File: src/logic/mipsPkg.sv
`default_nettype none

package mipsPkg;

	//////////////////////////////
	// Opcode field
	//////////////////////////////
	localparam logic [5:0] opSpecial = 6'h00;
	localparam logic [5:0] opJ       = 6'h02;
	localparam logic [5:0] opJal     = 6'h03;
	localparam logic [5:0] opBeq     = 6'h04;
	localparam logic [5:0] opAddiu   = 6'h09;
	localparam logic [5:0] opOri     = 6'h0d;
	localparam logic [5:0] opLui     = 6'h0f;
	localparam logic [5:0] opCop0    = 6'h10;
	localparam logic [5:0] opLw      = 6'h23;
	localparam logic [5:0] opSw      = 6'h2b;

	// Funct field of SPECIAL and COP0 words
	localparam logic [5:0] fnJr   = 6'h08;
	localparam logic [5:0] fnMfhi = 6'h10;
	localparam logic [5:0] fnMflo = 6'h12;
	localparam logic [5:0] fnMult = 6'h18;
	localparam logic [5:0] fnAddu = 6'h21;
	localparam logic [5:0] fnSubu = 6'h23;
	localparam logic [5:0] fnAnd  = 6'h24;
	localparam logic [5:0] fnOr   = 6'h25;
	localparam logic [5:0] fnSlt  = 6'h2a;
	localparam logic [5:0] fnEret = 6'h18;

	// rs field of COP0 words
	localparam logic [4:0] cop0Mf = 5'h00;
	localparam logic [4:0] cop0Co = 5'h10;

	localparam logic [4:0] epcIndex = 5'd14;

	// Two device windows of three words each
	localparam logic [31:0] devBase0 = 32'h0000_7f00;
	localparam logic [31:0] devBase1 = 32'h0000_7f10;
	localparam int unsigned devWords = 3;

	//////////////////////////////
	// Select encodings
	//////////////////////////////
	typedef enum logic [2:0] {pcSeq, pcBranch, pcJump, pcReg, pcEpc} pcSelE;
	typedef enum logic [1:0] {dstRd, dstRt, dst31, dstNone} regDstE;
	typedef enum logic [2:0] {dataAlu, dataLoad, dataLink, dataHi, dataLo, dataCp0} regDataE;
	typedef enum logic {bReg, bImm} aluBE;
	typedef enum logic [2:0] {aluAdd, aluSub, aluAnd, aluOr, aluSlt, aluLui} aluOpE;

	typedef struct packed {
		pcSelE      pcSel;
		regDstE     regDst;
		regDataE    regData;
		aluBE       aluB;
		aluOpE      aluOp;
		logic       isBranch;
		logic       memRead;
		logic       memStore;
		logic       isMult;
		logic       isEret;
		logic [4:0] rs;
		logic [4:0] rt;
		logic [4:0] rd;
		logic [4:0] cp0Reg;
	} ctrlT;

	typedef struct packed {
		logic [31:0] addr;
		logic [31:0] wdata;
		logic        memWrite;
		logic        devWrite;
	} busReqT;

	typedef struct packed {
		logic        en;
		logic [4:0]  addr;
		logic [31:0] data;
	} regWriteT;

endpackage

`default_nettype wire

File: src/logic/regFile.sv
`timescale 1ns/1ps
`default_nettype none

module regFile import mipsPkg::*; (
	input  wire logic        clk,
	input  wire logic        reset,
	input  wire logic [4:0]  rsAddr,
	input  wire logic [4:0]  rtAddr,
	input  wire regWriteT    wr,
	output logic [31:0]      rsData,
	output logic [31:0]      rtData
);

	logic [31:0] regs [32];

	always_ff @(posedge clk) begin
		if (reset) begin
			for (int i = 0; i < 32; i++) begin
				regs[i] <= '0;
			end
		end else if (wr.en && wr.addr != 5'd0) begin
			regs[wr.addr] <= wr.data;
		end
	end

	// Old contents visible until the edge
	assign rsData = (rsAddr == 5'd0) ? 32'h0 : regs[rsAddr];
	assign rtData = (rtAddr == 5'd0) ? 32'h0 : regs[rtAddr];

endmodule

`default_nettype wire

File: config.mk
export PLATFORM = sky130hd
export DESIGN_NAME = regFile
export DESIGN_NICKNAME = d
export VERILOG_FILES = /design/src/logic/mipsPkg.sv /design/src/logic/regFile.sv
export SDC_FILE = /design/constraint.sdc
export NUM_CORES = 2
export LEC_CHECK = 0
export BUFFER_PORTS_ARGS = -buffer_cell sky130_fd_sc_hd__buf_2
export CAP_MARGIN = 30
export CORE_AREA = 2 2 304 306
export DETAILED_ROUTE_END_ITERATION = 8
export DIE_AREA = 0 0 306 308
export PLACE_DENSITY_LB_ADDON = 0.25
export SYNTH_ARGS = -nofsm -noshare
export SYNTH_HDL_FRONTEND = slang
export SYNTH_SLANG_ARGS = --single-unit
File: constraint.sdc
create_clock -name clk -period 2.75 [get_ports clk]
set_input_delay 0.1375 -clock clk [delete_from_list [all_inputs] [get_ports clk]]
set_output_delay 0.1375 -clock clk [all_outputs]
set_load 0.1 [all_outputs]
==> run metrics <==
max incr delay on CP=0.56 ns; CP max FO=2; hold crit path type=input port to flip-flop; P_leak=22.43 nW; Yosys warnings=0; GR Overflow Total=0; leading cell types by count after synthesis=1024 x edfxtp_1, 995 x and2_1, 472 x mux4_2, 271 x clkbuf_1, 150 x mux2i_1; routed len/inst=35.15 um; critical path class=flip-flop to output port; CTS Root Buffer Type=clkbuf_16; Die Span X=306 um; post-synth top area share=56.68%; DP HPWL=108500 um; Rows=111; syn_area_per_cell=15.49 sq um; max-slew violations=0; register share of total power=45.9%; most frequent cell after synthesis=edfxtp_1; Max-Cap Viols=0; Peak supply drop=0.5361 mV; first-pass GRT wire length=249500 um; DR vias/cell=7.167; CP max stage cell=mux4_2; Yosys cell types=42; Clk pwr share=37.5%; Final GP Congestion=0.9267; Port Buffer Count=113; Max Fclk=0.3500 GHz; P&R area growth vs syn=18.00%; EDFF count, synth=1024; Sw Pwr=0.01072 W; IO Count=114; required time worst endpoint=2.61 ns; drt first pass iters=6; clock sink total=1024; layout cells sized above 1=35.09%; setup ws final=-0.1069 ns; initial antenna violation count=18; worst setup path end=rsData[30]; Post-route DRC=0; Die Ht=308 um; crit path DAT=2.72 ns; cells after synthesis=3502; startpoint types=flip-flop; Worst Setup End Kind=output port; Top FF cell, synth=edfxtp_1; nets@finish=3723; total power draw=0.04041 W; core area=90970 sq um; P_int=0.02968 W; Synth area leader=edfxtp_1; Biggest register=regs; max reg flops=1024; violated checks=setup timing; Slew HR=40.97%; clk buf depth=3; Comb pwr share=16.7%; Worst Setup SP=regs[28][30]; Layout Utilization=70.38%; final setup violation count=22; crit share post-route=103.9%; crit path time final=2.857 ns; Synth Cell Area=54250 sq um; WL final=174500 um; sw frac=26.54%; RSZ-0062 raised after global routing=yes; initial core utilization=59.64%; Synth area leaders=edfxtp_1 57%, mux4_2 20%, and2_1 11%; CP Cell Sequence=mux4_2 > mux4_2 > o22ai_2 > buf_6 > nor3_2 > buf_6; CTS H-tree lvls=3; Power per Cell Area=631.2 nW/um^2; pin count of the biggest net entering global routing=67; post-synthesis register bit count=1024; CTS buffer count=106; via count=35579; number of global-route vias before repair=36862; register area share after synthesis=56.68%; Worst Tran Pin Value=0.8822 ns; CTS tree=yes; fraction of registers with async set/reset=0%; DIE AREA=94250 sq um; endpoints failing hold=0; Clock Pin Slew Worst Setup and Hold Paths=0.06 ns; Initial DRC Count=5604; gr usage total=37.23%; Antenna Violating Nets Remaining=0; Fin Setup TNS=-1.139 ns; run status=complete, but fails checks; Top Registers=regs x1024
[area by class of cell]
class | instances | area, sq um
antenna | 13 | 32.53
inverter | 2 | 7.507
tap | 1186 | 1484
clock buffer | 126 | 2749
sequential | 1024 | 30750
fill | 5597 | 26950
timing repair buffer | 419 | 4486
clock inverter | 74 | 873.3
multi-input combinational | 2120 | 23640
[through the flow]
stage | setup slack, ns | cell area (sq um) | std cells | hold slack, ns
after floorplan | -0.3693 | 54750 | 3533 | 0.3357
after global placement | -0.1671 | 58430 | 4718 | 0.6947
after detailed placement | -0.1657 | 58430 | 4718 | 0.6919
after CTS | -0.1104 | 63510 | 4937 | 0.03871
after global routing | -0.1388 | 63990 | 4953 | 0.07451
final | -0.1069 | 64020 | 4964 | 0.06226
[critical path, delay by kind of cell (launching register included)]
family	cells	cell delay, ns
mux	2	1.09
flops	1	0.41
buf+inv	2	0.34
compound gates	1	0.14
simple gates	1	0.04
[kinds of logic after synthesis]
kind of cell / synth area share, %
simple gates: 13.33
buf+inv: 3.351
flops: 56.68
other cells: 0.006912
mux: 22.98
compound gates: 3.651
[power by group through the flow]
| stage | combinational, W | sequential (W) | clock [W] |
|---|---|---|---|
| 4_1_cts | 0.00651 | 0.0185 | 0.0151 |
| 3_3_place_gp | 0.00591 | 0.0187 | 0 |
| 6_report | 0.00673 | 0.0185 | 0.0152 |
| 5_1_grt | 0.00687 | 0.0186 | 0.0157 |
| 2_1_floorplan | 0.00394 | 0.0186 | 0 |
| 3_5_place_dp | 0.00600 | 0.0188 | 0 |
[cell usage in the layout, fill, tap and decap left out, types with 20 or more instances in the layout]
cell type and n:
edfxtp_1 1024, and2_1 994, mux4_2 472, buf_4 228, mux2i_1 149, clkbuf_16 107
buf_12 101, o22ai_1 75, buf_2 44, buf_6 41, a2111oi_4 39, nor3_2 35
or2_2 33, conb_1 32, a22o_1 31, nor2_2 31, mux2_2 30, clkinv_1 22
a22o_4 20, clkinv_2 20
[what timing repair did]
item                                   CTS  global route
endpoints found under the hold margin    6             0
setup endpoints to repair               58            58
pin swaps                               53            37
resized for setup                      249            51
setup buffers                           22            15
hold buffers                             1             0
[how the worst min path moves through the flow]
stage	startpoint	cells past startpoint	slack, ns	to
global route	wr[21]	2	0.07	regs[21][21]
CTS	wr[21]	2	0.04	regs[10][21]
detailed placement	reset	2	0.69	regs[0][22]
finish	wr[21]	2	0.06	regs[10][21]
floorplan	wr[31]	1	0.34	regs[1][31]
global placement	reset	2	0.69	regs[0][22]
[metal layers]
layer  share of wire [%]  vias up  global-route usage (%)
li1                    -    13940                       -
met1                  33    18010                   47.06
met3                  13      635                   9.386
met4                 6.5       18                   22.08
met2                  47     2976                   58.84
met5               0.070        -                       0
(Power assumes the default switching activity.)
