`src/logic/mipsPkg.sv`:
```
`default_nettype none

package mipsPkg;

	//////////////////////////////
	// Opcode field
	//////////////////////////////
	localparam logic [5:0] opSpecial = 6'h00;
	localparam logic [5:0] opJ       = 6'h02;
	localparam logic [5:0] opJal     = 6'h03;
	localparam logic [5:0] opBeq     = 6'h04;
	localparam logic [5:0] opAddiu   = 6'h09;
	localparam logic [5:0] opOri     = 6'h0d;
	localparam logic [5:0] opLui     = 6'h0f;
	localparam logic [5:0] opCop0    = 6'h10;
	localparam logic [5:0] opLw      = 6'h23;
	localparam logic [5:0] opSw      = 6'h2b;

	// Funct field of SPECIAL and COP0 words
	localparam logic [5:0] fnJr   = 6'h08;
	localparam logic [5:0] fnMfhi = 6'h10;
	localparam logic [5:0] fnMflo = 6'h12;
	localparam logic [5:0] fnMult = 6'h18;
	localparam logic [5:0] fnAddu = 6'h21;
	localparam logic [5:0] fnSubu = 6'h23;
	localparam logic [5:0] fnAnd  = 6'h24;
	localparam logic [5:0] fnOr   = 6'h25;
	localparam logic [5:0] fnSlt  = 6'h2a;
	localparam logic [5:0] fnEret = 6'h18;

	// rs field of COP0 words
	localparam logic [4:0] cop0Mf = 5'h00;
	localparam logic [4:0] cop0Co = 5'h10;

	localparam logic [4:0] epcIndex = 5'd14;

	// Two device windows of three words each
	localparam logic [31:0] devBase0 = 32'h0000_7f00;
	localparam logic [31:0] devBase1 = 32'h0000_7f10;
	localparam int unsigned devWords = 3;

	//////////////////////////////
	// Select encodings
	//////////////////////////////
	typedef enum logic [2:0] {pcSeq, pcBranch, pcJump, pcReg, pcEpc} pcSelE;
	typedef enum logic [1:0] {dstRd, dstRt, dst31, dstNone} regDstE;
	typedef enum logic [2:0] {dataAlu, dataLoad, dataLink, dataHi, dataLo, dataCp0} regDataE;
	typedef enum logic {bReg, bImm} aluBE;
	typedef enum logic [2:0] {aluAdd, aluSub, aluAnd, aluOr, aluSlt, aluLui} aluOpE;

	typedef struct packed {
		pcSelE      pcSel;
		regDstE     regDst;
		regDataE    regData;
		aluBE       aluB;
		aluOpE      aluOp;
		logic       isBranch;
		logic       memRead;
		logic       memStore;
		logic       isMult;
		logic       isEret;
		logic [4:0] rs;
		logic [4:0] rt;
		logic [4:0] rd;
		logic [4:0] cp0Reg;
	} ctrlT;

	typedef struct packed {
		logic [31:0] addr;
		logic [31:0] wdata;
		logic        memWrite;
		logic        devWrite;
	} busReqT;

	typedef struct packed {
		logic        en;
		logic [4:0]  addr;
		logic [31:0] data;
	} regWriteT;

endpackage

`default_nettype wire

```
`src/logic/instrDecode.sv`:
```
`timescale 1ns/1ps
`default_nettype none

module instrDecode import mipsPkg::*; (
	input  wire logic [31:0] instr,
	output ctrlT             ctrl,
	output logic [31:0]      imm
);

	logic [5:0] opcode;
	logic [5:0] funct;

	assign opcode = instr[31:26];
	assign funct  = instr[5:0];

	// Immediate extension per opcode
	always_comb begin
		case (opcode)
			opOri:   imm = {16'h0000, instr[15:0]};
			opLui:   imm = {instr[15:0], 16'h0000};
			default: imm = {{16{instr[15]}}, instr[15:0]};
		endcase
	end

	always_comb begin
		// Anything unrecognised falls through as a nop
		ctrl = '0;
		ctrl.pcSel   = pcSeq;
		ctrl.regDst  = dstNone;
		ctrl.regData = dataAlu;
		ctrl.aluB    = bReg;
		ctrl.aluOp   = aluAdd;
		ctrl.rs      = instr[25:21];
		ctrl.rt      = instr[20:16];
		ctrl.rd      = instr[15:11];

		case (opcode)
			opSpecial: begin
				case (funct)
					fnAddu: ctrl.regDst = dstRd;
					fnSubu: begin
						ctrl.regDst = dstRd;
						ctrl.aluOp  = aluSub;
					end
					fnAnd: begin
						ctrl.regDst = dstRd;
						ctrl.aluOp  = aluAnd;
					end
					fnOr: begin
						ctrl.regDst = dstRd;
						ctrl.aluOp  = aluOr;
					end
					fnSlt: begin
						ctrl.regDst = dstRd;
						ctrl.aluOp  = aluSlt;
					end
					fnJr:   ctrl.pcSel  = pcReg;
					fnMult: ctrl.isMult = 1'b1;
					fnMfhi: begin
						ctrl.regDst  = dstRd;
						ctrl.regData = dataHi;
					end
					fnMflo: begin
						ctrl.regDst  = dstRd;
						ctrl.regData = dataLo;
					end
					default: ;
				endcase
			end
			opAddiu: begin
				ctrl.regDst = dstRt;
				ctrl.aluB   = bImm;
			end
			opOri: begin
				ctrl.regDst = dstRt;
				ctrl.aluB   = bImm;
				ctrl.aluOp  = aluOr;
			end
			opLui: begin
				ctrl.regDst = dstRt;
				ctrl.aluB   = bImm;
				ctrl.aluOp  = aluLui;
			end
			opLw: begin
				ctrl.regDst  = dstRt;
				ctrl.regData = dataLoad;
				ctrl.aluB    = bImm;
				ctrl.memRead = 1'b1;
			end
			opSw: begin
				ctrl.aluB     = bImm;
				ctrl.memStore = 1'b1;
			end
			opBeq: begin
				ctrl.pcSel    = pcBranch;
				ctrl.isBranch = 1'b1;
			end
			opJ: ctrl.pcSel = pcJump;
			opJal: begin
				ctrl.pcSel   = pcJump;
				ctrl.regDst  = dst31;
				ctrl.regData = dataLink;
			end
			opCop0: begin
				// mfc0 writes rt, eret is the CO form with its own funct
				if (ctrl.rs == cop0Mf) begin
					ctrl.regDst  = dstRt;
					ctrl.regData = dataCp0;
					ctrl.cp0Reg  = instr[15:11];
				end else if (ctrl.rs == cop0Co && funct == fnEret) begin
					ctrl.pcSel  = pcEpc;
					ctrl.isEret = 1'b1;
				end
			end
			default: ;
		endcase
	end

endmodule

`default_nettype wire

```
`config.mk`:
```
export PLATFORM = sky130hd
export DESIGN_NAME = instrDecode
export DESIGN_NICKNAME = d
export VERILOG_FILES = /design/src/logic/mipsPkg.sv /design/src/logic/instrDecode.sv
export SDC_FILE = /design/constraint.sdc
export NUM_CORES = 1
export LEC_CHECK = 0
export BUFFER_PORTS_ARGS = -buffer_cell sky130_fd_sc_hd__buf_2
export CORE_ASPECT_RATIO = 0.75
export CORE_MARGIN = 3
export CORE_UTILIZATION = 38
export DETAILED_ROUTE_END_ITERATION = 8
export GPL_ROUTABILITY_DRIVEN = 0
export PLACE_DENSITY = 0.95
export SYNTH_ARGS = -nofsm -noshare
export SYNTH_HDL_FRONTEND = slang
export SYNTH_SLANG_ARGS = --single-unit
```
`constraint.sdc`:
```
create_clock -name vclk -period 3.8
set_clock_uncertainty 0.05 [all_clocks]
set_input_delay 0.57 -clock vclk [all_inputs]
set_output_delay 0.57 -clock vclk [all_outputs]
set_load 0.01 [all_outputs]
```
==> run metrics <==
outcome=finished, final reports clean; first-pass GRT wire length=3.77 mm; worst setup path endpoint=ctrl[29]; Synth Instances=128; top cell type's share of synthesized area=15.4%; CP Max Fanout=11; Clock Buffer Count=0; Area Overhead vs Synth=36.1%; CP arrival=2020 ps; Worst Setup SP=instr[29]; DIE WIDTH=60.8 um; commonest cells in the netlist=and2_1 (21), buf_4 (17), a21o_1 (16); PostCTS Resize Cnt=0; largest area contributor in the netlist=and2_1; final hold vios=0; crit path capture type=output port; vias per cell=5.25; setup bufs post-CTS=0; sw frac=55.3%; critical path class=in2out; sequential share of power=0%; power share of the clock group=0%; largest net degree at the start of global routing=17; DR iter-0 viols=37; final setup violation count=0; initial core utilization=41.4%; vias in the first global route=889; register area share after synthesis=0%; maximum vdd drop=0.0000427 V; synthesized area=856 um2; power per cell area=92.3 nW/um2; sequential cell count=0; P_sw=59.5 uW; Pins Over Slew Limit=0; Fillers=213; share of layout cells above drive strength 1=49.7%; hold_ws=1090 ps; Tmin final=2640 ps; Synth area leaders=and2_1 (15%), buf_4 (15%), a21o_1 (14%); Layout Nets=227; f_max=379 MHz; leak pwr=0.000688 uW; crit start category=input pin; Ant. Diodes=0; Port Buffers=91; I/O pin count=101; Syn. warnings=0; Syn Area/Cell=6.69 um2; HPWL after DPL=2.29 mm; Slew @ Worst Pin=527 ps; Worst EP required=3180 ps; hold buffers post-CTS=0; part of the cycle the worst path needs=69.4%; worst relative slew slack=64.8%; Finished Layout Cells=217; initial antenna violation count=0; FF/Latch Area=0 um2; Syn Nets=160; DR WL/cell=12.6 um; post-route ant nets=0; Core Area=2070 um2; combinational share of power=100.0%; vias=1139; total power draw=108 uW; DIE AREA=2860 um2; RSZ-0062 raised after global routing=no; remaining routing DRC violations=0; dpl cells=217; remaining global-route overflow=0; Hold/Removal Path Class=in2out; Total Neg Setup Slack=0 ps; Rows=14; count leader, synth=and2_1; aggregate global-route resource usage=16.3%; Post-Route WL=2.72 mm; max-cap viol count=0; Initial DRT Pass Iterations=4; synth unique cells=39; die height=47.1 um; Int Pwr=48.0 uW
## logic make-up (layout without fill, tap and decap cells)
| group | after synthesis | after routing | synth area share [%] |
|---|---|---|---|
| xor+xnor | 2 | 2 | 2.05 |
| simple gates | 73 | 73 | 55.4 |
| compound gates | 25 | 25 | 21.1 |
| buf+inv | 28 | 93 | 21.5 |
## critical path: stages
cell,delay (ps)
buf_2,170
nor4_4,340
nand2_2,140
or4_4,500
or3b_1,170
buf_2,120
## cell usage in the layout (no fill, tap or decap), drive strengths merged, types with 2 or more instances in the layout
cell type / count
nor2: 6
nor3b: 5
and2: 21
or4: 3
nand2: 8
inv: 2
buf: 91
nand2b: 2
nand4: 4
nor4: 5
nand3b: 3
a21o: 16
nand3: 3
nor3: 5
o21ai: 3
## area by class of cell
cell class	count	area [um2]	area share, %
repair buffers	91	455	39.1
inverters	2	7.51	0.644
multi-input cells	100	672	57.7
well taps	24	30.0	2.58
## worst min path at each step
stage | depth (start not counted) | to | startpoint | slack (ps)
3_3_place_gp | 0 | ctrl[13] | instr[19] | 1090
4_1_cts | 0 | ctrl[13] | instr[19] | 1090
2_1_floorplan | 1 | ctrl[22] | instr[28] | 1140
6_report | 0 | ctrl[13] | instr[19] | 1090
3_5_place_dp | 0 | ctrl[13] | instr[19] | 1090
5_1_grt | 0 | ctrl[13] | instr[19] | 1090
## power by group through the flow
stage,clock network [uW],registers (uW),logic [uW]
floorplan,0,0,73.2
global placement,0,0,106
detailed placement,0,0,108
CTS,0,0,108
global route,0,0,119
finish,0,0,108
## routing by layer
layer  vias up  part of all wire [%]  GRT usage (%)
met2        41                    50           29.0
met5         -                     0              0
li1        578                     -              -
met1       520                    43           22.0
met3         0                   6.7           1.92
met4         0                     0           1.73
## stage by stage
stage               instance area, um2  worst slack [ps]  utilization (%)
CTS                               1160              1160             56.4
detailed placement                1160              1170             56.4
finish                            1160              1160             56.4
global placement                  1160              1190             56.4
global route                      1160              1080             56.4
floorplan                          856              1360                -
(Power assumes the default switching activity.)
