## src/logic/mipsPkg.sv

```systemverilog
`default_nettype none

package mipsPkg;

	//////////////////////////////
	// Opcode field
	//////////////////////////////
	localparam logic [5:0] opSpecial = 6'h00;
	localparam logic [5:0] opJ       = 6'h02;
	localparam logic [5:0] opJal     = 6'h03;
	localparam logic [5:0] opBeq     = 6'h04;
	localparam logic [5:0] opAddiu   = 6'h09;
	localparam logic [5:0] opOri     = 6'h0d;
	localparam logic [5:0] opLui     = 6'h0f;
	localparam logic [5:0] opCop0    = 6'h10;
	localparam logic [5:0] opLw      = 6'h23;
	localparam logic [5:0] opSw      = 6'h2b;

	// Funct field of SPECIAL and COP0 words
	localparam logic [5:0] fnJr   = 6'h08;
	localparam logic [5:0] fnMfhi = 6'h10;
	localparam logic [5:0] fnMflo = 6'h12;
	localparam logic [5:0] fnMult = 6'h18;
	localparam logic [5:0] fnAddu = 6'h21;
	localparam logic [5:0] fnSubu = 6'h23;
	localparam logic [5:0] fnAnd  = 6'h24;
	localparam logic [5:0] fnOr   = 6'h25;
	localparam logic [5:0] fnSlt  = 6'h2a;
	localparam logic [5:0] fnEret = 6'h18;

	// rs field of COP0 words
	localparam logic [4:0] cop0Mf = 5'h00;
	localparam logic [4:0] cop0Co = 5'h10;

	localparam logic [4:0] epcIndex = 5'd14;

	// Two device windows of three words each
	localparam logic [31:0] devBase0 = 32'h0000_7f00;
	localparam logic [31:0] devBase1 = 32'h0000_7f10;
	localparam int unsigned devWords = 3;

	//////////////////////////////
	// Select encodings
	//////////////////////////////
	typedef enum logic [2:0] {pcSeq, pcBranch, pcJump, pcReg, pcEpc} pcSelE;
	typedef enum logic [1:0] {dstRd, dstRt, dst31, dstNone} regDstE;
	typedef enum logic [2:0] {dataAlu, dataLoad, dataLink, dataHi, dataLo, dataCp0} regDataE;
	typedef enum logic {bReg, bImm} aluBE;
	typedef enum logic [2:0] {aluAdd, aluSub, aluAnd, aluOr, aluSlt, aluLui} aluOpE;

	typedef struct packed {
		pcSelE      pcSel;
		regDstE     regDst;
		regDataE    regData;
		aluBE       aluB;
		aluOpE      aluOp;
		logic       isBranch;
		logic       memRead;
		logic       memStore;
		logic       isMult;
		logic       isEret;
		logic [4:0] rs;
		logic [4:0] rt;
		logic [4:0] rd;
		logic [4:0] cp0Reg;
	} ctrlT;

	typedef struct packed {
		logic [31:0] addr;
		logic [31:0] wdata;
		logic        memWrite;
		logic        devWrite;
	} busReqT;

	typedef struct packed {
		logic        en;
		logic [4:0]  addr;
		logic [31:0] data;
	} regWriteT;

endpackage

`default_nettype wire

```

## src/logic/aluExecute.sv

```systemverilog
`timescale 1ns/1ps
`default_nettype none

module aluExecute import mipsPkg::*; (
	input  wire logic        clk,
	input  wire logic        reset,
	input  wire ctrlT        ctrl,
	input  wire logic        excTaken,
	input  wire logic [31:0] a,
	input  wire logic [31:0] b,
	output logic [31:0]      result,
	output logic             isEqual,
	output logic [31:0]      hi,
	output logic [31:0]      lo
);

	logic signed [63:0] product;

	//////////////////////////////
	// Combinational ALU
	//////////////////////////////
	always_comb begin
		case (ctrl.aluOp)
			aluAdd: result = a + b;
			aluSub: result = a - b;
			aluAnd: result = a & b;
			aluOr:  result = a | b;
			aluSlt: result = ($signed(a) < $signed(b)) ? 32'd1 : 32'd0;
			// Decode already shifted the immediate into the upper half
			aluLui: result = b;
			default: result = a + b;
		endcase
	end

	// beq compares rs against rt through the B path
	assign isEqual = (a == b);

	//////////////////////////////
	// HI/LO product registers
	//////////////////////////////
	assign product = $signed(a) * $signed(b);

	always_ff @(posedge clk) begin
		if (reset) begin
			hi <= '0;
			lo <= '0;
		end else if (ctrl.isMult && !excTaken) begin
			hi <= product[63:32];
			lo <= product[31:0];
		end
	end

endmodule

`default_nettype wire

```

## config.mk

```make
export PLATFORM = sky130hd
export DESIGN_NAME = aluExecute
export DESIGN_NICKNAME = d
export VERILOG_FILES = /design/src/logic/mipsPkg.sv /design/src/logic/aluExecute.sv
export SDC_FILE = /design/constraint.sdc
export NUM_CORES = 2
export LEC_CHECK = 0
export ABC_CLOCK_PERIOD_IN_PS = 26900
export BUFFER_PORTS_ARGS = -buffer_cell sky130_fd_sc_hd__buf_4
export CELL_PAD_IN_SITES_DETAIL_PLACEMENT = 1
export CELL_PAD_IN_SITES_GLOBAL_PLACEMENT = 2
export CORE_MARGIN = 1.5
export CORE_UTILIZATION = 44
export DETAILED_ROUTE_END_ITERATION = 16
export GPL_TIMING_DRIVEN = 0
export PLACE_DENSITY = 0.9
export SLEW_MARGIN = 20
export SYNTH_ARGS = -nofsm -noshare
export SYNTH_HDL_FRONTEND = slang
export SYNTH_SLANG_ARGS = --single-unit
```

## constraint.sdc

```tcl
create_clock -name clk -period 26.9 [get_ports clk]
set_input_delay 4.035 -clock clk [delete_from_list [all_inputs] [get_ports clk]]
set_output_delay 4.035 -clock clk [all_outputs]
set_load 0.01 [all_outputs]
```

==> out/qor.yml <==
status: "complete, no violations"
relSlewSlack_pct: 12.73
grt_max_degree: 25
postCtsSetupBuffers: 0
yosys_warnings: 0
synthAdderAreaFrac_pct: 59.61
gr-usage-all-layers_pct: 40.14
cap_violations: 0
cp_slowest_cell: "clkbuf_1"
vias: 37530
period_share_pct: 54.08
r2r_slack_ps: 25980
layout.nets: 6613
r2r.worst_path.cells: 4
final_hold_viol_count: 0
cts_resized: 0
clock_latency_ps: 360
r2r_end: "hi[31]"
yosysUniqueCellTypes: 90
start_util_pct: 44.46
wirelength_um: 192400
synth_flop_cell: "dfxtp_1"
crit_family: "compound AO/OA/AOI/OAI gates"
drc: 0
hold_end: "lo[15]"
synth-compound-area-share_pct: 9.178
maxSlewViolCount: 0
finalSetupViolCount: 0
cpPeakStageDelay_ps: 890
cp-end-kind: "output port"
synth_mux_area_share_pct: 0.05028
antenna_found_initial: 10
clkTransAtPathRegs_ps: 60
layout-drive-gt1-share_pct: 5.166
clock-sinks: 64
dieArea_um2: 98010
fin_skew_ps: 0
synth_edf_count: 0
avgSynthCellArea_um2: 8.523
criticalPathCategory: "in2out"
cts_buffers: 9
start_kind: "input port"
htreeDepth: 3
rsz0062_at_grt: "no"
cts_tree: "built"
yosys.area.top_type: "fa_1"
cts_buffer_depth: 2
worst-path-max-fanout: 11
syn_area_um2: 42300
critical_path_arrival_ps: 10510
globalplace.congestion: 1.053
holdBufCountCts: 0
grt_pass1_wl_um: 281300
tns_ps: 0
hpwlAfterDp_um: 163300
syn2layout_area_growth_pct: 7.626
synth_area_leaders: "fa_1, inv_1, ha_1"
synth_top_area_share_pct: 51.30
root_buffer: "clkbuf_16"
die_height_um: 313.1
syn-num-nets: 6432
r2r-start: "hi[31]"
drt_iter0_drc: 3596
netlist_instances: 4963
core_area_um2: 95150
worst_pin_slew_ps: 1309
wl_per_cell_um: 29.99
vias_per_cell: 5.850
antenna_left: 0
die_w_um: 313.1
max_freq_mhz: 68.74
crit_chain: "buf_4 > clkbuf_1 > clkinv_1 > clkbuf_2 > ha_1 > fa_1 > nor2_1 > o311a_1 > o211ai_1 > o311a_1 > o211a_1 > o311ai_2 > a21oi_1 > a211oi_1 > a2111oi_0 > a221o_1 > buf_4"
grt-ovfl-total: 0
min_period_ps: 14550
synth_top_family_by_area: "adder cells"
seq_area_frac_synth_pct: 3.029
synth-seq-cells: 64
path_buf_inv: 5
synthXorXnorAreaFrac_pct: 1.387
grt_pass1_vias: 40750
port_buffers: 166
hp-class: "reg2reg"
synthArstFlopShare_pct: 0
ios: 201
hp-start: "lo[15]"
dr.pass1.iters: 5
min_path_cells: 2
placementRows: 113
crit_required_ps: 22860
synth_simple_gate_area_share_pct: 14.39
[through the flow]
stage	instance area, um^2	cells	hold WS, ps	setup slack [ps]	util [%]
2_1_floorplan	42300	4963	476.1	15230	-
3_3_place_gp	45130	6394	439.3	11920	47.43
3_5_place_dp	45200	6396	447.4	12670	47.50
4_1_cts	45490	6412	458.4	12770	47.80
5_1_grt	45520	6414	474.8	12370	47.84
6_report	45530	6416	454.8	12350	47.85
[per-layer routing]
| layer | vias to the layer above | GRT usage, % | wire, um |
|---|---|---|---|
| li1 | 15200 | - | - |
| met1 | 19680 | 52.30 | 73520 |
| met2 | 2066 | 59.35 | 82250 |
| met3 | 573 | 12.07 | 22820 |
| met4 | 14 | 23.29 | 13730 |
| met5 | - | 0 | 80 |
[layout make-up]
cell class	instances	area, um^2
plain buffers	265	1042
clock inverters	5	38.79
well taps	1265	1583
multi-input cells	3511	35810
flip-flops and latches	64	1281
fillers	11470	49630
clock buffers	11	252.7
repair buffers	170	1300
inverters	1123	4215
diodes	2	5.005
[kinds of logic after synthesis]
kind of cell / count (synthesis)
AOI/OAI and AO/OA: 585
xor gates and xnor gates: 67
adders and majority gates: 1365
buffers and inverters: 1388
DFF: 64
muxes: 2
and+or+nand+nor: 1492
[how the worst max path moves through the flow]
stage,from,to,slack (ps),depth (start not counted)
3_5_place_dp,b[13],hi[12],12670,25
6_report,a[0],result[0],12350,17
4_1_cts,a[0],result[0],12770,17
2_1_floorplan,a[31],hi[29],15230,25
3_3_place_gp,b[10],hi[12],11920,27
5_1_grt,a[0],result[0],12370,17
[state kept, by name, summed over array words and instances (netlist names)]
name and count:
hi 32, lo 32
[worst register-to-register path, stage by stage (launching register included)]
cell and delay [ps]:
dfxtp_1 340, nand2_1 80, o21ai_0 100, nor2_1 60
a311oi_1 240
[placed cells by master, fill, tap and decap left out, types with 20 or more instances in the layout]
cell	Yosys	routed
xnor2_1	46	46
nand3_1	30	30
dfxtp_1	64	64
o22ai_1	24	24
nand2b_1	20	20
xor2_1	21	21
clkbuf_1	190	171
nor2_1	659	659
buf_4	0	166
nor2b_1	31	31
nand4_1	21	21
clkinv_1	24	24
clkbuf_2	1	22
nand2_1	632	632
o21ai_0	92	92
inv_1	1098	1098
buf_1	63	56
a21oi_1	211	211
a21o_1	50	50
nor3_1	29	29
fa_1	1084	1083
ha_1	281	281
[synth_stat cells (all sizes together) (6+ instances only)]
cell	count
a22oi	14
o211ai	9
clkbuf	191
or3	7
and3	6
or4	9
o21ai	97
a211o	6
and2	12
or2	7
o311a	6
inv	1099
nor2	660
xor2	21
nand2b	20
nand2	632
nor4	10
buf	74
nand3	31
xnor2	46
clkinv	24
o22a	7
a21o	51
nor3	29
o21bai	18
a221oi	12
o311ai	10
fa	1084
o221ai	7
o22ai	24
nor2b	31
o31ai	11
a211oi	19
dfxtp	64
ha	281
nand4	21
o21a	12
a21oi	212
a221o	7
a31oi	13
Power is not shown: default switching activity piles up to over one toggle a cycle in this logic, so the estimate is an artifact.
