**src/logic/mipsPkg.sv**
```systemverilog
`default_nettype none

package mipsPkg;

	//////////////////////////////
	// Opcode field
	//////////////////////////////
	localparam logic [5:0] opSpecial = 6'h00;
	localparam logic [5:0] opJ       = 6'h02;
	localparam logic [5:0] opJal     = 6'h03;
	localparam logic [5:0] opBeq     = 6'h04;
	localparam logic [5:0] opAddiu   = 6'h09;
	localparam logic [5:0] opOri     = 6'h0d;
	localparam logic [5:0] opLui     = 6'h0f;
	localparam logic [5:0] opCop0    = 6'h10;
	localparam logic [5:0] opLw      = 6'h23;
	localparam logic [5:0] opSw      = 6'h2b;

	// Funct field of SPECIAL and COP0 words
	localparam logic [5:0] fnJr   = 6'h08;
	localparam logic [5:0] fnMfhi = 6'h10;
	localparam logic [5:0] fnMflo = 6'h12;
	localparam logic [5:0] fnMult = 6'h18;
	localparam logic [5:0] fnAddu = 6'h21;
	localparam logic [5:0] fnSubu = 6'h23;
	localparam logic [5:0] fnAnd  = 6'h24;
	localparam logic [5:0] fnOr   = 6'h25;
	localparam logic [5:0] fnSlt  = 6'h2a;
	localparam logic [5:0] fnEret = 6'h18;

	// rs field of COP0 words
	localparam logic [4:0] cop0Mf = 5'h00;
	localparam logic [4:0] cop0Co = 5'h10;

	localparam logic [4:0] epcIndex = 5'd14;

	// Two device windows of three words each
	localparam logic [31:0] devBase0 = 32'h0000_7f00;
	localparam logic [31:0] devBase1 = 32'h0000_7f10;
	localparam int unsigned devWords = 3;

	//////////////////////////////
	// Select encodings
	//////////////////////////////
	typedef enum logic [2:0] {pcSeq, pcBranch, pcJump, pcReg, pcEpc} pcSelE;
	typedef enum logic [1:0] {dstRd, dstRt, dst31, dstNone} regDstE;
	typedef enum logic [2:0] {dataAlu, dataLoad, dataLink, dataHi, dataLo, dataCp0} regDataE;
	typedef enum logic {bReg, bImm} aluBE;
	typedef enum logic [2:0] {aluAdd, aluSub, aluAnd, aluOr, aluSlt, aluLui} aluOpE;

	typedef struct packed {
		pcSelE      pcSel;
		regDstE     regDst;
		regDataE    regData;
		aluBE       aluB;
		aluOpE      aluOp;
		logic       isBranch;
		logic       memRead;
		logic       memStore;
		logic       isMult;
		logic       isEret;
		logic [4:0] rs;
		logic [4:0] rt;
		logic [4:0] rd;
		logic [4:0] cp0Reg;
	} ctrlT;

	typedef struct packed {
		logic [31:0] addr;
		logic [31:0] wdata;
		logic        memWrite;
		logic        devWrite;
	} busReqT;

	typedef struct packed {
		logic        en;
		logic [4:0]  addr;
		logic [31:0] data;
	} regWriteT;

endpackage

`default_nettype wire

```
**src/logic/resultSelect.sv**
```systemverilog
`timescale 1ns/1ps
`default_nettype none

module resultSelect import mipsPkg::*; (
	input  wire ctrlT        ctrl,
	input  wire logic        excTaken,
	input  wire logic [31:0] rtData,
	input  wire logic [31:0] imm,
	input  wire logic [31:0] aluResult,
	input  wire logic [31:0] memRdata,
	input  wire logic [31:0] devRdata,
	input  wire logic [31:0] pc,
	input  wire logic [31:0] hi,
	input  wire logic [31:0] lo,
	input  wire logic [31:0] epc,
	output logic [31:0]      aluB,
	output busReqT           bus,
	output regWriteT         regWr
);

	logic        inDevWindow;
	logic [31:0] loadData;
	logic [31:0] cp0Data;

	assign aluB = (ctrl.aluB == bImm) ? imm : rtData;

	// Device windows, each three words long
	assign inDevWindow =
		(aluResult >= devBase0 && aluResult < devBase0 + 4 * devWords) ||
		(aluResult >= devBase1 && aluResult < devBase1 + 4 * devWords);

	assign loadData = (ctrl.memRead && inDevWindow) ? devRdata : memRdata;
	assign cp0Data  = (ctrl.cp0Reg == epcIndex) ? epc : 32'h0;

	//////////////////////////////
	// Register write-back
	//////////////////////////////
	always_comb begin
		regWr.en = (ctrl.regDst != dstNone) && !excTaken;

		case (ctrl.regDst)
			dstRd:   regWr.addr = ctrl.rd;
			dstRt:   regWr.addr = ctrl.rt;
			dst31:   regWr.addr = 5'd31;
			default: regWr.addr = 5'd0;
		endcase

		case (ctrl.regData)
			dataAlu:  regWr.data = aluResult;
			dataLoad: regWr.data = loadData;
			dataLink: regWr.data = pc + 32'd4;
			dataHi:   regWr.data = hi;
			dataLo:   regWr.data = lo;
			dataCp0:  regWr.data = cp0Data;
			default:  regWr.data = aluResult;
		endcase
	end

	// Store strobe split by address window
	always_comb begin
		bus.addr     = aluResult;
		bus.wdata    = rtData;
		bus.memWrite = ctrl.memStore && !inDevWindow && !excTaken;
		bus.devWrite = ctrl.memStore && inDevWindow && !excTaken;
	end

endmodule

`default_nettype wire

```
**config.mk**
```make
export PLATFORM = sky130hd
export DESIGN_NAME = resultSelect
export DESIGN_NICKNAME = d
export VERILOG_FILES = /design/src/logic/mipsPkg.sv /design/src/logic/resultSelect.sv
export SDC_FILE = /design/constraint.sdc
export NUM_CORES = 1
export LEC_CHECK = 0
export BUFFER_PORTS_ARGS = -buffer_cell sky130_fd_sc_hd__buf_4
export CAP_MARGIN = 10
export CORE_AREA = 3 3 180 182
export DETAILED_ROUTE_END_ITERATION = 16
export DIE_AREA = 0 0 183 185
export PLACE_DENSITY = 0.46
export SETUP_SLACK_MARGIN = 0.2
export SLEW_MARGIN = 0
export SYNTH_ARGS = -nofsm -noshare
export SYNTH_HDL_FRONTEND = slang
export SYNTH_SLANG_ARGS = --single-unit
```
**constraint.sdc**
```tcl
create_clock -name vclk -period 5.7
set_clock_uncertainty 0.2 [all_clocks]
set_input_delay 0.57 -clock vclk [all_inputs]
set_output_delay 0.57 -clock vclk [all_outputs]
set_load 0.005 [all_outputs]
```
==> results of run 1 <==
==> through the flow <==
step                      power, mW  hold WS (ns)  cell area [um2]  setup slack [ns]  std cells
after floorplan               0.187         0.968             3710              2.82        607
after global placement        0.521          1.12             6940              1.73       1336
after detailed placement      0.522          1.12             6940              1.74       1336
after CTS                     0.524          1.12             6940              1.73       1336
after global routing          0.558          1.12             6940              1.57       1336
final                         0.517          1.12             6940              1.78       1336
==> logic make-up (layout without fill, tap and decap cells) <==
kind of cell	Yosys count	after routing	share of synthesized area
mux	33	33	0.100
simple gates	207	207	0.305
compound gates	220	220	0.359
buf+inv	134	467	0.204
xor+xnor	12	12	0.0284
fa+ha+maj	1	1	0.00337
==> synth_stat cells (all sizes together) <==
master   number
and4          7
nand2b        2
xor2          9
and2          1
o31ai         6
nand4        39
nor3b         1
o311a         1
nor2b        28
nor2         21
ha            1
nor4          7
nand3        24
mux2         33
inv          11
a211o         1
or3           5
o31a          3
o22a         11
a31oi         8
o32a         13
a21boi        1
xnor2         3
or2           1
nor4b         2
nand4b        1
or4           9
nand3b        2
o21ai        73
and3          3
nand4bb       1
a221o         2
a21oi        78
a21o          9
o2111ai      10
nand2        51
o22ai         4
clkbuf       48
nor3          2
buf          75
==> worst paths after layout <==
path / from / to / slack (ns) / depth (start not counted)
setup / recovery: aluResult[16] / regWr[16] / 1.78 / 8
hold / removal: rtData[10] / bus[12] / 1.12 / 2
==> layout make-up <==
class,count,share of cell area
timing repair buffer,456,0.494
tap,396,0.0714
multi-input combinational,473,0.429
inverter,11,0.00595
==> metal layers <==
layer	vias up	routed length [um]	global-route usage
met5	-	24	0
met3	26	2490	0.0306
li1	2877	-	-
met1	2792	11500	0.192
met2	319	16100	0.316
met4	4	263	0.00945
==> power groups by stage <==
stage,Clock (mW),Combinational (mW),Sequential [mW]
4_1_cts,0,0.524,0
2_1_floorplan,0,0.187,0
3_3_place_gp,0,0.521,0
5_1_grt,0,0.558,0
6_report,0,0.517,0
3_5_place_dp,0,0.522,0
==> reports/metrics.csv, run 1 <==
metric;value;unit
status;completed;
via/cell ratio;4.50;
routed wire length per instance;22.8;um
share of the synthesized area in the top cell type;0.130;
Critical Path Fanout Max;22;
Critical Path, Cell by Cell;buf_4 -> nor4b_1 -> and4_1 -> buf_4 -> nand4_1 -> a21oi_1 -> o32a_1 -> buf_4;
WS Path Type;in2out;
vias in the first global route;5800;
CTS Hold Buffers Added;0;
Syn Nets;934;
Synth cell types;46;
Util after Layout;0.226;
RSZ-0062 raised after global routing;no;
crit end category;primary output;
number of I/O port buffers;448;
worst path required time;4.93;ns
Hold Fails Final Rpt;0;
first-pass GRT wire length;40.4;mm
clock power share;0;
Max Cap Violations;0;
layout cells sized above 1;0.529;
Buf+Inv Stages, Crit Path;3;
warnings from Yosys;0;
P_sw;0.221;mW
DIE AREA;33900;um2
final setup violating endpoints;0;
diode count;0;
HPWL Detailed;26.3;mm
Crit-path slowest cell;and4_1;
Avg Cell Area, Syn;6.11;um2
area of the multi-input gates;2980;um2
gr ovfl total;0;
die height;185;um
Setup Fix Bufs, Post-CTS;0;
worst vdd ir;36.3;uV
antenna-violating nets left;0;
Reg power frac;0;
largest cells by area after synthesis;buf_4 (13%), a21oi_1 (11%), mux2_2 (10%);
slowest stage delay, CP;0.63;ns
final wirelength;30.4;mm
Worst slew margin;0.343;
core area;30700;um2
Lkg Pwr;3.04;nW
Slew @ Worst Pin;0.983;ns
GPL Wtd Cong;0.861;
antenna violations before repair;4;
Post-CTS Resized;0;
leading cell types in the layout, fill and taps excluded;buf_4 (456), a21oi_1 (77), o21ai_0 (73);
Synth-to-Final Area Change;87.1;%
fmax;255;MHz
fin. max-slew vios;0;
DR iter-0 viols;262;
TritonRoute pass-1 iters;5;
via count;6018;
Final Critical Period;3.92;ns
Cells after Synth;607;
Final period util;0.687;
Worst Hold Class;in2out;
residual DRC count;0;
commonest non-fill, non-tap cell in the layout;buf_4;
Final nets;1269;
critical path's top delay family;simple AND/OR/NAND/NOR gates;
Int Power;0.296;mW
I/O pins;462;
die width;183;um
Initial Utilization;0.121;
sequential area share after synthesis;0;
largest net degree at the start of global routing;45;
Clock Buffer Count;0;
final total negative setup slack;0;ns
# fillers;3528;
FF+latch count;0;
Worst EP arrival;3.15;ns
Syn Std Cell Area;3710;um2
Rows;64;
CP dominant cell by count;buf_4;
Total GRT Usage;0.162;
Worst Setup Start Kind;primary input;
Comb pwr share;1.000;
FF/Latch Area;0;um2
switching share of power;0.427;
post-synth top area cell;buf_4;
PD cells;74.5;nW/um2
Power figures use the tool's default switching activity.
==> inputs of run 2 (changes only) <==
PLACE_DENSITY = 0.47   (was 0.46)
clock period = 3.3 ns   (was 5.7 ns; I/O delays follow)
==> run 2 against run 1 <==
Effect of this change: die area is the same; wire length increased by 2.4%; utilization up 0.81 points; sequential share of layout area unchanged; first-iteration DRC count grew 26%; global-route usage increased by 0.38 points; power increased by 76%; critical path depth increased by 1; combinational power increased by 76%; critical endpoint is now regWr[30].
==> reports/metrics.csv, run 2 (synthesis gave the netlist of run 1 again) <==
metric;value;unit;change
status;completed;;
Final period util;0.899;;
Slew @ Worst Pin;0.828;ns;-0.155 ns
die width;183;um;unchanged
Max Cap Violations;0;;unchanged
first-pass GRT wire length;41.2;mm;+2.2%
antenna violations before repair;2;;-2
worst vdd ir;60.8;uV;+68%
gr ovfl total;0;;unchanged
fin. max-slew vios;0;;unchanged
layout cells sized above 1;0.543;;+0.0148
RSZ-0062 raised after global routing;no;;
via count;6119;;+1.7%
HPWL Detailed;27.4;mm;+4.2%
worst path required time;2.77;ns;-2.16 ns
GPL Wtd Cong;0.870;;+0.95%
final total negative setup slack;0;ns;unchanged
largest net degree at the start of global routing;33;;-27%
Worst Setup Start Kind;primary input;;
Rows;64;;unchanged
final wirelength;31.1;mm;+2.4%
Synth-to-Final Area Change;93.8;%;
Hold Fails Final Rpt;0;;unchanged
Final nets;1295;;+2.0%
Worst slew margin;0.445;;+0.102
Total GRT Usage;0.166;;+0.00379
FF+latch count;0;;unchanged
residual DRC count;0;;unchanged
cell count after placement;1362;;+1.9%
Final Critical Period;2.97;ns;
die height;185;um;unchanged
via/cell ratio;4.49;;-0.26%
HP Start;rtData[0];;
antenna-violating nets left;0;;unchanged
final setup violating endpoints;0;;unchanged
leading cell types in the layout, fill and taps excluded;buf_4 (478), a21oi_1 (77), o21ai_0 (73);;
DIE AREA;33900;um2;unchanged
number of I/O port buffers;448;;unchanged
Initial Utilization;0.121;;unchanged
Clock Buffer Count;0;;unchanged
Worst setup startpoint;aluResult[23];;
WS Path Type;in2out;;
core area;30700;um2;unchanged
fmax;337;MHz;
Final Instance Count excl. Fillers;1362;;+1.9%
vias in the first global route;5911;;+1.9%
TritonRoute pass-1 iters;5;;unchanged
commonest non-fill, non-tap cell in the layout;buf_4;;
Critical Path Fanout Max;24;;+9.1%
Worst Hold Class;in2out;;
Worst EP arrival;2.44;ns;-0.71 ns
crit end category;primary output;;
DR iter-0 viols;329;;+26%
# fillers;3523;;-0.14%
routed wire length per instance;22.9;um;+0.40%
FF/Latch Area;0;um2;unchanged
diode count;0;;unchanged
Setup Fix Bufs, Post-CTS;0;;unchanged
I/O pins;462;;unchanged
Pwr Total;0.908;mW;+76%
Lkg Pwr;3.19;nW;+4.7%
PD cells;126;nW/um2;+70%
[run 2: power by group]
| group | internal [mW] | total, mW | switching (mW) |
|---|---|---|---|
| logic | 0.523 | 0.908 | 0.385 |
| registers | 0 | 0 | 0 |
| clock network | 0 | 0 | 0 |
| total | 0.523 | 0.908 | 0.385 |
[run 2: cell type report]
type / instances / area [um2] / area share
multi-input combinational: 473 / 2980 / 0.415
inverter: 11 / 41.3 / 0.00575
timing repair buffer: 482 / 3670 / 0.511
tap: 396 / 495 / 0.0690
[run 2: path summary, 6_finish.rpt]
path | endpoint | slack [ns] | cells past startpoint
max | regWr[30] | 0.33 | 9
min | bus[2] | 0.64 | 2
[run 2: critical path: stages]
cell	delay, ns
buf_4	0.14
nor4_1	0.33
buf_4	0.18
and4_1	0.24
buf_12	0.18
nand4_1	0.10
a21oi_1	0.57
a211o_1	0.21
buf_4	0.12
[run 2: layer usage]
metal,track usage,share of wire,vias up
met2,0.324,0.53,312
met5,0,0.00077,-
met1,0.192,0.38,2858
met3,0.0350,0.080,20
met4,0.0113,0.0059,4
li1,-,-,2925
[run 2: repair_timing]
| item | CTS | global route |
|---|---|---|
| setup endpoints to repair | 0 | 5 |
| hold buffers | 0 | 0 |
| resized for setup | 0 | 2 |
[run 2: metrics by stage]
stage	area [um2]	util	worst slack (ns)	hold slack, ns
2_1_floorplan	3710	-	0.901	0.488
3_3_place_gp	7180	0.234	0.240	0.637
3_5_place_dp	7180	0.234	0.246	0.638
4_1_cts	7180	0.234	0.234	0.638
5_1_grt	7190	0.234	0.244	0.641
6_report	7190	0.234	0.332	0.636
