`config.mk`:
```
export PLATFORM = sky130hd
export DESIGN_NAME = pcUnit
export DESIGN_NICKNAME = d
export VERILOG_FILES = /design/src/logic/mipsPkg.sv /design/src/logic/pcUnit.sv
export SDC_FILE = /design/constraint.sdc
export NUM_CORES = 1
export LEC_CHECK = 0
export CORE_UTILIZATION = 40
export CTS_BUF_LIST = sky130_fd_sc_hd__clkbuf_8 sky130_fd_sc_hd__clkbuf_16
export CTS_CLUSTER_DIAMETER = 200
export CTS_CLUSTER_SIZE = 25
export DETAILED_ROUTE_END_ITERATION = 10
export DONT_BUFFER_PORTS = 1
export GPL_TIMING_DRIVEN = 0
export HOLD_SLACK_MARGIN = 0.06
export SYNTH_ARGS = -nofsm -noshare
export SYNTH_HDL_FRONTEND = slang
export SYNTH_SLANG_ARGS = --single-unit
export TNS_END_PERCENT = 10
```
`constraint.sdc`:
```
create_clock -name clk -period 8.1 [get_ports clk]
set_clock_uncertainty 0.2 [all_clocks]
set_input_delay 0.81 -clock clk [delete_from_list [all_inputs] [get_ports clk]]
set_output_delay 0.81 -clock clk [all_outputs]
set_load 0.03 [all_outputs]
```
`src/logic/mipsPkg.sv`:
```
`default_nettype none

package mipsPkg;

	//////////////////////////////
	// Opcode field
	//////////////////////////////
	localparam logic [5:0] opSpecial = 6'h00;
	localparam logic [5:0] opJ       = 6'h02;
	localparam logic [5:0] opJal     = 6'h03;
	localparam logic [5:0] opBeq     = 6'h04;
	localparam logic [5:0] opAddiu   = 6'h09;
	localparam logic [5:0] opOri     = 6'h0d;
	localparam logic [5:0] opLui     = 6'h0f;
	localparam logic [5:0] opCop0    = 6'h10;
	localparam logic [5:0] opLw      = 6'h23;
	localparam logic [5:0] opSw      = 6'h2b;

	// Funct field of SPECIAL and COP0 words
	localparam logic [5:0] fnJr   = 6'h08;
	localparam logic [5:0] fnMfhi = 6'h10;
	localparam logic [5:0] fnMflo = 6'h12;
	localparam logic [5:0] fnMult = 6'h18;
	localparam logic [5:0] fnAddu = 6'h21;
	localparam logic [5:0] fnSubu = 6'h23;
	localparam logic [5:0] fnAnd  = 6'h24;
	localparam logic [5:0] fnOr   = 6'h25;
	localparam logic [5:0] fnSlt  = 6'h2a;
	localparam logic [5:0] fnEret = 6'h18;

	// rs field of COP0 words
	localparam logic [4:0] cop0Mf = 5'h00;
	localparam logic [4:0] cop0Co = 5'h10;

	localparam logic [4:0] epcIndex = 5'd14;

	// Two device windows of three words each
	localparam logic [31:0] devBase0 = 32'h0000_7f00;
	localparam logic [31:0] devBase1 = 32'h0000_7f10;
	localparam int unsigned devWords = 3;

	//////////////////////////////
	// Select encodings
	//////////////////////////////
	typedef enum logic [2:0] {pcSeq, pcBranch, pcJump, pcReg, pcEpc} pcSelE;
	typedef enum logic [1:0] {dstRd, dstRt, dst31, dstNone} regDstE;
	typedef enum logic [2:0] {dataAlu, dataLoad, dataLink, dataHi, dataLo, dataCp0} regDataE;
	typedef enum logic {bReg, bImm} aluBE;
	typedef enum logic [2:0] {aluAdd, aluSub, aluAnd, aluOr, aluSlt, aluLui} aluOpE;

	typedef struct packed {
		pcSelE      pcSel;
		regDstE     regDst;
		regDataE    regData;
		aluBE       aluB;
		aluOpE      aluOp;
		logic       isBranch;
		logic       memRead;
		logic       memStore;
		logic       isMult;
		logic       isEret;
		logic [4:0] rs;
		logic [4:0] rt;
		logic [4:0] rd;
		logic [4:0] cp0Reg;
	} ctrlT;

	typedef struct packed {
		logic [31:0] addr;
		logic [31:0] wdata;
		logic        memWrite;
		logic        devWrite;
	} busReqT;

	typedef struct packed {
		logic        en;
		logic [4:0]  addr;
		logic [31:0] data;
	} regWriteT;

endpackage

`default_nettype wire

```
`src/logic/pcUnit.sv`:
```
`timescale 1ns/1ps
`default_nettype none

module pcUnit import mipsPkg::*; #(
	parameter logic [31:0] resetPc  = 32'h0000_3000,
	parameter logic [31:0] excEntry = 32'h0000_4180
) (
	input  wire logic        clk,
	input  wire logic        reset,
	input  wire logic        intReq,
	input  wire ctrlT        ctrl,
	input  wire logic [31:0] rsData,
	input  wire logic [31:0] imm,
	input  wire logic [25:0] jumpField,
	input  wire logic        isEqual,
	output logic [31:0]      pc,
	output logic [31:0]      epc,
	output logic             excTaken
);

	logic [31:0] pcPlus4;
	logic [31:0] nextPc;

	// Current instruction is dropped on an interrupt and while held in reset
	assign excTaken = intReq || reset;

	assign pcPlus4 = pc + 32'd4;

	always_comb begin
		case (ctrl.pcSel)
			pcBranch: nextPc = (ctrl.isBranch && isEqual) ? pcPlus4 + (imm << 2) : pcPlus4;
			pcJump:   nextPc = {pc[31:28], jumpField, 2'b00};
			pcReg:    nextPc = rsData;
			pcEpc:    nextPc = ctrl.isEret ? epc : pcPlus4;
			default:  nextPc = pcPlus4;
		endcase
	end

	//////////////////////////////
	// PC and EPC
	//////////////////////////////
	always_ff @(posedge clk) begin
		if (reset) begin
			pc  <= resetPc;
			epc <= '0;
		end else if (intReq) begin
			// Interrupted instruction reruns after eret
			pc  <= excEntry;
			epc <= pc;
		end else begin
			pc <= nextPc;
		end
	end

endmodule

`default_nettype wire

```
==> flow_metrics.py, run 1 <==
metrics = {
    "clock_tree": {
        "cts_hold_buf": 0,
        "cts_tree": "built",
        "cts.sinks": 64,
        "root_buffer": "clkbuf_16",
        "post_cts_resized": 0,
        "clock_latency_ps": 360,
        "post_cts_buffers": 0,
        "cts_buffer_depth": 2,
        "clk_pin_slew_ps": 60,
        "cts_buffers": 9,
        "cts-htree-levels": 3,
    },
    "global_route": {
        "track_usage_pct": 30.1,
        "grt-ovfl-total": 0,
        "grt_pass1_wl_um": 31800,
        "first_global_vias": 5537,
        "grt_use_met2_pct": 47.2,
        "top_usage_layer": "met2",
        "grt_util_met3_pct": 6.18,
        "grt_max_degree": 11,
        "grt_use_met1_pct": 39.9,
        "antenna_found_initial": 0,
    },
    "placement": {
        "placed_area_um2": 5640,
        "numPortBuffers": 0,
        "dp_slack_ps": 3040,
        "gp_congestion": 0.966,
        "post-dp-hpwl_um": 16100,
    },
    "layout": {
        "layout.nets": 899,
        "drive_above_1_share_pct": 5.42,
        "diodes": 0,
        "final_area_um2": 5900,
        "finalCoreUtilization_pct": 44.6,
        "layout_commonest_cell": "nor2_1",
        "layout_common_cells": "nor2_1 (87), nand2_1 (81), a21oi_1 (73)",
        "fillers": 1401,
        "areaGrowthSynthToFinish_pct": 8.89,
    },
    "yosys": {
        "synth_edf_count": 0,
        "synth-seq-area-share_pct": 23.6,
        "ys_ff_latch": 64,
        "synthArstFlopShare_pct": 0,
        "syn-num-nets": 888,
        "syn_area_per_cell_um2": 7.48,
        "ys_dominant_reg_cell": "dfxtp_1",
        "synth.distinct_cells": 66,
        "synth_warnings": 0,
        "syn_inst": 724,
        "synth_area_um2": 5420,
    },
    "timing": {
        "worst_slack_ps": 2890,
        "rsz0062_at_grt": "false",
        "tightestPinTransition_ps": 1310,
        "min_period_over_period_pct": 64.3,
        "period_needed_ps": 5210,
        "fin_hold_ws_ps": 459,
        "final-hold-violation-count": 0,
        "timing.slew.headroom_pct": 12.1,
        "fmax_mhz": 192,
        "slew_violations": 0,
        "setup_viol": 0,
        "setup_tns_ps": 0,
    },
    "power": {
        "power_density_nw_per_um2": 172,
        "peakVddDrop_mv": 0.116,
        "p_leak_nw": 2.37,
    },
    "route": {
        "drtPass1Iterations": 5,
        "vias": 5792,
        "drt.antenna.violating_nets": 0,
        "drc": 0,
        "routed_wl_um": 21200,
        "drtIter0Drc": 591,
        "wl_per_cell_um": 23.2,
        "via_per_inst": 6.34,
    },
    "worst_setup_path": {
        "worst-setup-path-type": "flip-flop to flip-flop",
        "worstPathArrival_ps": 5200,
        "critPathLaunchType": "flip-flop",
        "cp_max_fo": 7,
        "worstPathRequired_ps": 8090,
        "endpoint_kind": "flip-flop",
    },
    "status": {
        "outcome": "finished clean",
    },
    "floorplan": {
        "start_util_pct": 40.9,
        "dieWidth_um": 118,
        "die_height_um": 118,
        "core_um2": 13200,
        "die_area_um2": 14000,
        "io_pins": 196,
        "fp-row-count": 42,
    },
    "job": {
        "maxCapViolations": 0,
    },
    "hold_path": {
        "worstHoldPathType": "flip-flop to flip-flop",
    },
}
## final timing paths
check | start | to | slack [ps] | cells past startpoint
worst min-delay path | flip-flop | flip-flop | 460 | 2
worst max register to register | pc[2] | pc[26] | 2890 | 16
worst max-delay path | pc[2] | pc[26] | 2890 | 16
worst min register to register | flip-flop | flip-flop | 460 | 2
## synthesized netlist by cell type, types with 3 or more instances
cell type   n  area, um^2
buf_1       4        15.0
nand2b_1    7        43.8
o21a_1      3        22.5
a221oi_1   12         105
mux2i_1    34         340
xor2_1     18         158
o21ai_1     6        30.0
mux2_2      8        90.1
clkbuf_1   33         124
xnor2_1    34         298
nor2_1     87         327
nor3_1      7        35.0
a211oi_1    4        30.0
nand2_1    81         304
a221o_1     5        50.1
o22a_1      5        43.8
ha_1       32         400
o21bai_1    8        60.1
inv_1      20        75.1
nand3b_1    3        22.5
a211o_1     3        26.3
a21o_1      8        60.1
o211ai_1    5        37.5
a21oi_1    73         365
o21ai_0    38         190
a22o_1      3        26.3
nor2b_1     5        31.3
nand4_1     5        31.3
a21boi_0    3        22.5
nand3_1    25         125
a31oi_1     4        25.0
and2_1      5        31.3
a222oi_1    4        40.0
and3_1      7        43.8
o22ai_1    25         156
dfxtp_1    64        1280
## through the flow
step,total power [W],cells
2_1_floorplan,0.000571,724
3_5_place_dp,0.000642,900
4_1_cts,0.00101,914
5_1_grt,0.00105,914
3_3_place_gp,0.000638,900
6_report,0.00102,914
## registers in the layout, summed over array words and instances, names as in the netlist, named ones only
name  count
epc      32
pc       30
## area by class of cell
| class | instances | area (um^2) | share of cell area (%) |
|---|---|---|---|
| Buffer | 40 | 154 | 2.61 |
| Sequential cell | 64 | 1280 | 21.7 |
| Clock inverter | 4 | 22.5 | 0.382 |
| Tap cell | 176 | 220 | 3.73 |
| Inverter | 21 | 78.8 | 1.34 |
| Clock buffer | 10 | 239 | 4.05 |
| Multi-Input combinational cell | 599 | 3910 | 66.2 |
## where the power goes
group          total [W]  internal (W)  switching [W]
logic           0.000263     0.0000975       0.000165
registers       0.000381      0.000329      0.0000518
clock network   0.000372      0.000210       0.000161
## per-layer routing
| layer | part of all wire (%) | vias to the layer above |
|---|---|---|
| met5 | 0 | - |
| met4 | 2.9 | 0 |
| met3 | 9.4 | 45 |
| met2 | 45 | 319 |
| met1 | 43 | 2769 |
| li1 | - | 2659 |
## cell families (layout without fill, tap and decap cells)
logic type               Yosys count  count (layout)  synth area share [%]
AO/OA/AOI/OAI                    230             230                  28.2
XOR/XNOR                          52              52                  8.40
adder cells (fa/ha/maj)           33              33                  7.76
buffers and inverters             61              75                  4.29
flip-flops                        64              64                  23.6
multiplexers                      42              42                  7.94
AND/OR/NAND/NOR                  242             242                  19.7
## worst max-delay path, stage by stage, from the launching register on
cell and delay (ps):
dfxtp_1 640, and3_1 250, nand3_1 180, nor2_1 420, and2_1 330, nand4_1 150, xnor2_1 400, ha_1 400
a2111oi_0 580, and3_1 240, a21oi_1 140, a21oi_1 270, o21bai_1 100, xor2_1 170, a221oi_1 330, nand2b_1 170
a21oi_1 70
Power figures use the tool's default switching activity.
==> run 2, diff against run 1 <==
==> constraint.sdc (replaced) <==
create_clock -name clk -period 4.4 [get_ports clk]
set_clock_uncertainty 0.2 [all_clocks]
set_input_delay 0.44 -clock clk [delete_from_list [all_inputs] [get_ports clk]]
set_output_delay 0.44 -clock clk [all_outputs]
set_load 0.03 [all_outputs]
==> run 2 against run 1 <==
  * Global-route usage up 0.099 points
  * Core utilization up 1.5 points
  * Final cell count up 0.33%
  * Critical endpoint is now pc[20]
  * Register-to-register slack worse by 2700 ps
  * Worst setup slack worse by 2700 ps
  * Design area up 3.4%
  * Sequential power up 85%
  * Largest cell class unchanged
  * Via count up 1.0%
  * Sequential share of layout area down 0.17 points
==> flow_metrics.py, run 2 (same netlist as run 1, synthesis figures left out) <==
metrics = {
    "power": {
        "power_w": 0.00188,
        "p_leak_nw": 2.45,
        "peakVddDrop_mv": 0.214,
        "power_density_nw_per_um2": 309,
    },
    "layout": {
        "regMostFlops": "epc",
        "areaGrowthSynthToFinish_pct": 12.6,
        "largestRegisters": "epc x32, pc x30",
        "diodes": 0,
        "layout_commonest_cell": "nor2_1",
        "layout_common_cells": "nor2_1 (82), nand2_1 (81), a21oi_1 (69)",
        "drive_above_1_share_pct": 11.3,
        "layout.nets": 902,
        "fillers": 1370,
        "largest_register_ffs": 32,
    },
    "worst_setup_path": {
        "rr_endpoint": "pc[20]",
        "critPathSlowestCell": "dfxtp_4",
        "reg2reg_depth": 17,
        "cp_max_fo": 7,
        "worstPathRequired_ps": 4390,
        "path_buf_inv": 0,
        "worstPathCellList": "and3_1 > nand3_1 > nor2_4 > and2_2 > nand3_1 > xnor2_2 > ha_1 > a21oi_2 > o21ai_1 > a21oi_1 > nor2b_1 > a211o_1 > xnor2_1 > a21oi_1 > o21ai_0 > o21a_1 > nor2_1",
        "endpoint_kind": "flip-flop",
        "r2r-start": "pc[2]",
        "critical-path-top-delay-family": "compound AO/OA/AOI/OAI gates",
        "reg2reg_slack_ps": 200,
        "max_stage_delay_ps": 440,
        "critPathLaunchType": "flip-flop",
        "worst-setup-path-type": "flip-flop to flip-flop",
        "worstPathArrival_ps": 4190,
        "startpoint": "pc[2]",
    },
    "global_route": {
        "grt_max_degree": 11,
        "first_global_vias": 5548,
        "grt_use_met1_pct": 40.1,
        "grt-ovfl-total": 0,
        "top_usage_layer": "met2",
        "track_usage_pct": 30.2,
        "grt_use_met2_pct": 47.5,
        "antenna_found_initial": 0,
        "grt_util_met3_pct": 6.08,
        "grt_pass1_wl_um": 31900,
    },
    "timing": {
        "rsz0062_at_grt": "true",
        "min_period_over_period_pct": 95.4,
        "slew_violations": 0,
        "tightestPinTransition_ps": 1370,
        "timing.slew.headroom_pct": 7.96,
        "fmax_mhz": 238,
        "setup_tns_ps": 0,
        "period_needed_ps": 4200,
        "setup_viol": 0,
        "final-hold-violation-count": 0,
    },
    "route": {
        "wl_per_cell_um": 23.2,
        "via_per_inst": 6.38,
        "vias": 5851,
        "drc": 0,
        "drtPass1Iterations": 5,
        "routed_wl_um": 21300,
        "drtIter0Drc": 565,
        "drt.antenna.violating_nets": 0,
    },
    "clock_tree": {
        "clk_pin_slew_ps": 60,
        "cts-htree-levels": 3,
        "cts_buffers": 9,
        "root_buffer": "clkbuf_16",
        "cts.sinks": 64,
        "clock_latency_ps": 350,
        "cts_buffer_depth": 2,
        "cts_hold_buf": 0,
        "cts_tree": "built",
    },
    "floorplan": {
        "die_height_um": 118,
        "io_pins": 196,
        "fp-row-count": 42,
        "dieWidth_um": 118,
        "core_um2": 13200,
        "die_area_um2": 14000,
        "start_util_pct": 40.9,
    },
    "status": {
        "outcome": "finished clean",
    },
    "placement": {
        "numPortBuffers": 0,
        "post-dp-hpwl_um": 16100,
        "gp_congestion": 0.966,
    },
    "hold_path": {
        "worstHoldPathType": "input pin to flip-flop",
        "hp-start": "rsData[1]",
        "whs_path_depth": 2,
    },
    "job": {
        "maxCapViolations": 0,
    },
}
## run 2: changes by cell type in the layout (fill, tap and decap cells not counted), moves of 3 or more
cell	previous run	this run
dfxtp_1	64	49
dfxtp_2	0	9
dfxtp_4	0	6
xnor2_1	34	28
xnor2_2	0	6
buf_4	0	5
nor2_1	87	82
a21oi_1	73	69
a21oi_2	2	6
ha_1	32	29
nor2_2	0	3
## run 2: cell type report
type	instances	area, um^2	share of cell area [%]
Clock buffer	10	239	3.92
Timing Repair Buffer	5	37.5	0.615
Clock inverter	4	22.5	0.369
Inverter	21	78.8	1.29
Multi-Input combinational cell	599	4040	66.3
Buffer	38	146	2.40
Sequential cell	64	1320	21.5
Tap cell	176	220	3.61
## run 2: worst reg2reg max path, stage by stage (launching register included)
cell and delay [ps]:
dfxtp_4 440, and3_1 180, nand3_1 210, nor2_4 240, and2_2 240, nand3_1 130, xnor2_2 310, ha_1 380
a21oi_2 240, o21ai_1 120, a21oi_1 160, nor2b_1 60, a211o_1 290, xnor2_1 310, a21oi_1 110, o21ai_0 210
o21a_1 160, nor2_1 40
## run 2: per-stage QoR
stage	util [%]	area (um^2)	instances	hold slack (ps)	worst slack, ps
floorplan	-	5420	724	416	452
global placement	42.6	5640	900	451	-541
detailed placement	42.6	5640	900	461	-662
global route	46.1	6100	917	183	-42.4
finish	46.1	6100	917	152	200
CTS	45.0	5960	914	138	-10.0
## run 2: worst max path at each step
stage / endpoint / slack (ps) / cells after the start
finish: pc[20] / 200 / 17
global route: pc[31] / -40 / 16
CTS: pc[31] / -10 / 17
detailed placement: pc[26] / -660 / 16
global placement: pc[26] / -540 / 16
floorplan: pc[26] / 450 / 16
## run 2: report_power, final
part	total (W)	internal, W	leakage, nW	switching [W]
Clock	0.000681	0.000387	0.130	0.000293
Combinational	0.000499	0.000190	1.79	0.000309
Sequential	0.000703	0.000607	0.528	0.0000966
## run 2: metal layers
layer  up-vias  wire length (um)
li1       2664                 -
met2       324              9660
met1      2810              9020
met5         -                 0
met4         0               646
met3        53              1970
## run 2: timing repair
| item | in CTS | in global routing |
|---|---|---|
| setup buffers | 0 | 5 |
| endpoints found under the setup margin | 15 | 11 |
| endpoints found under the hold margin | 0 | 0 |
| pin swaps | 0 | 6 |
| resized for setup | 21 | 28 |
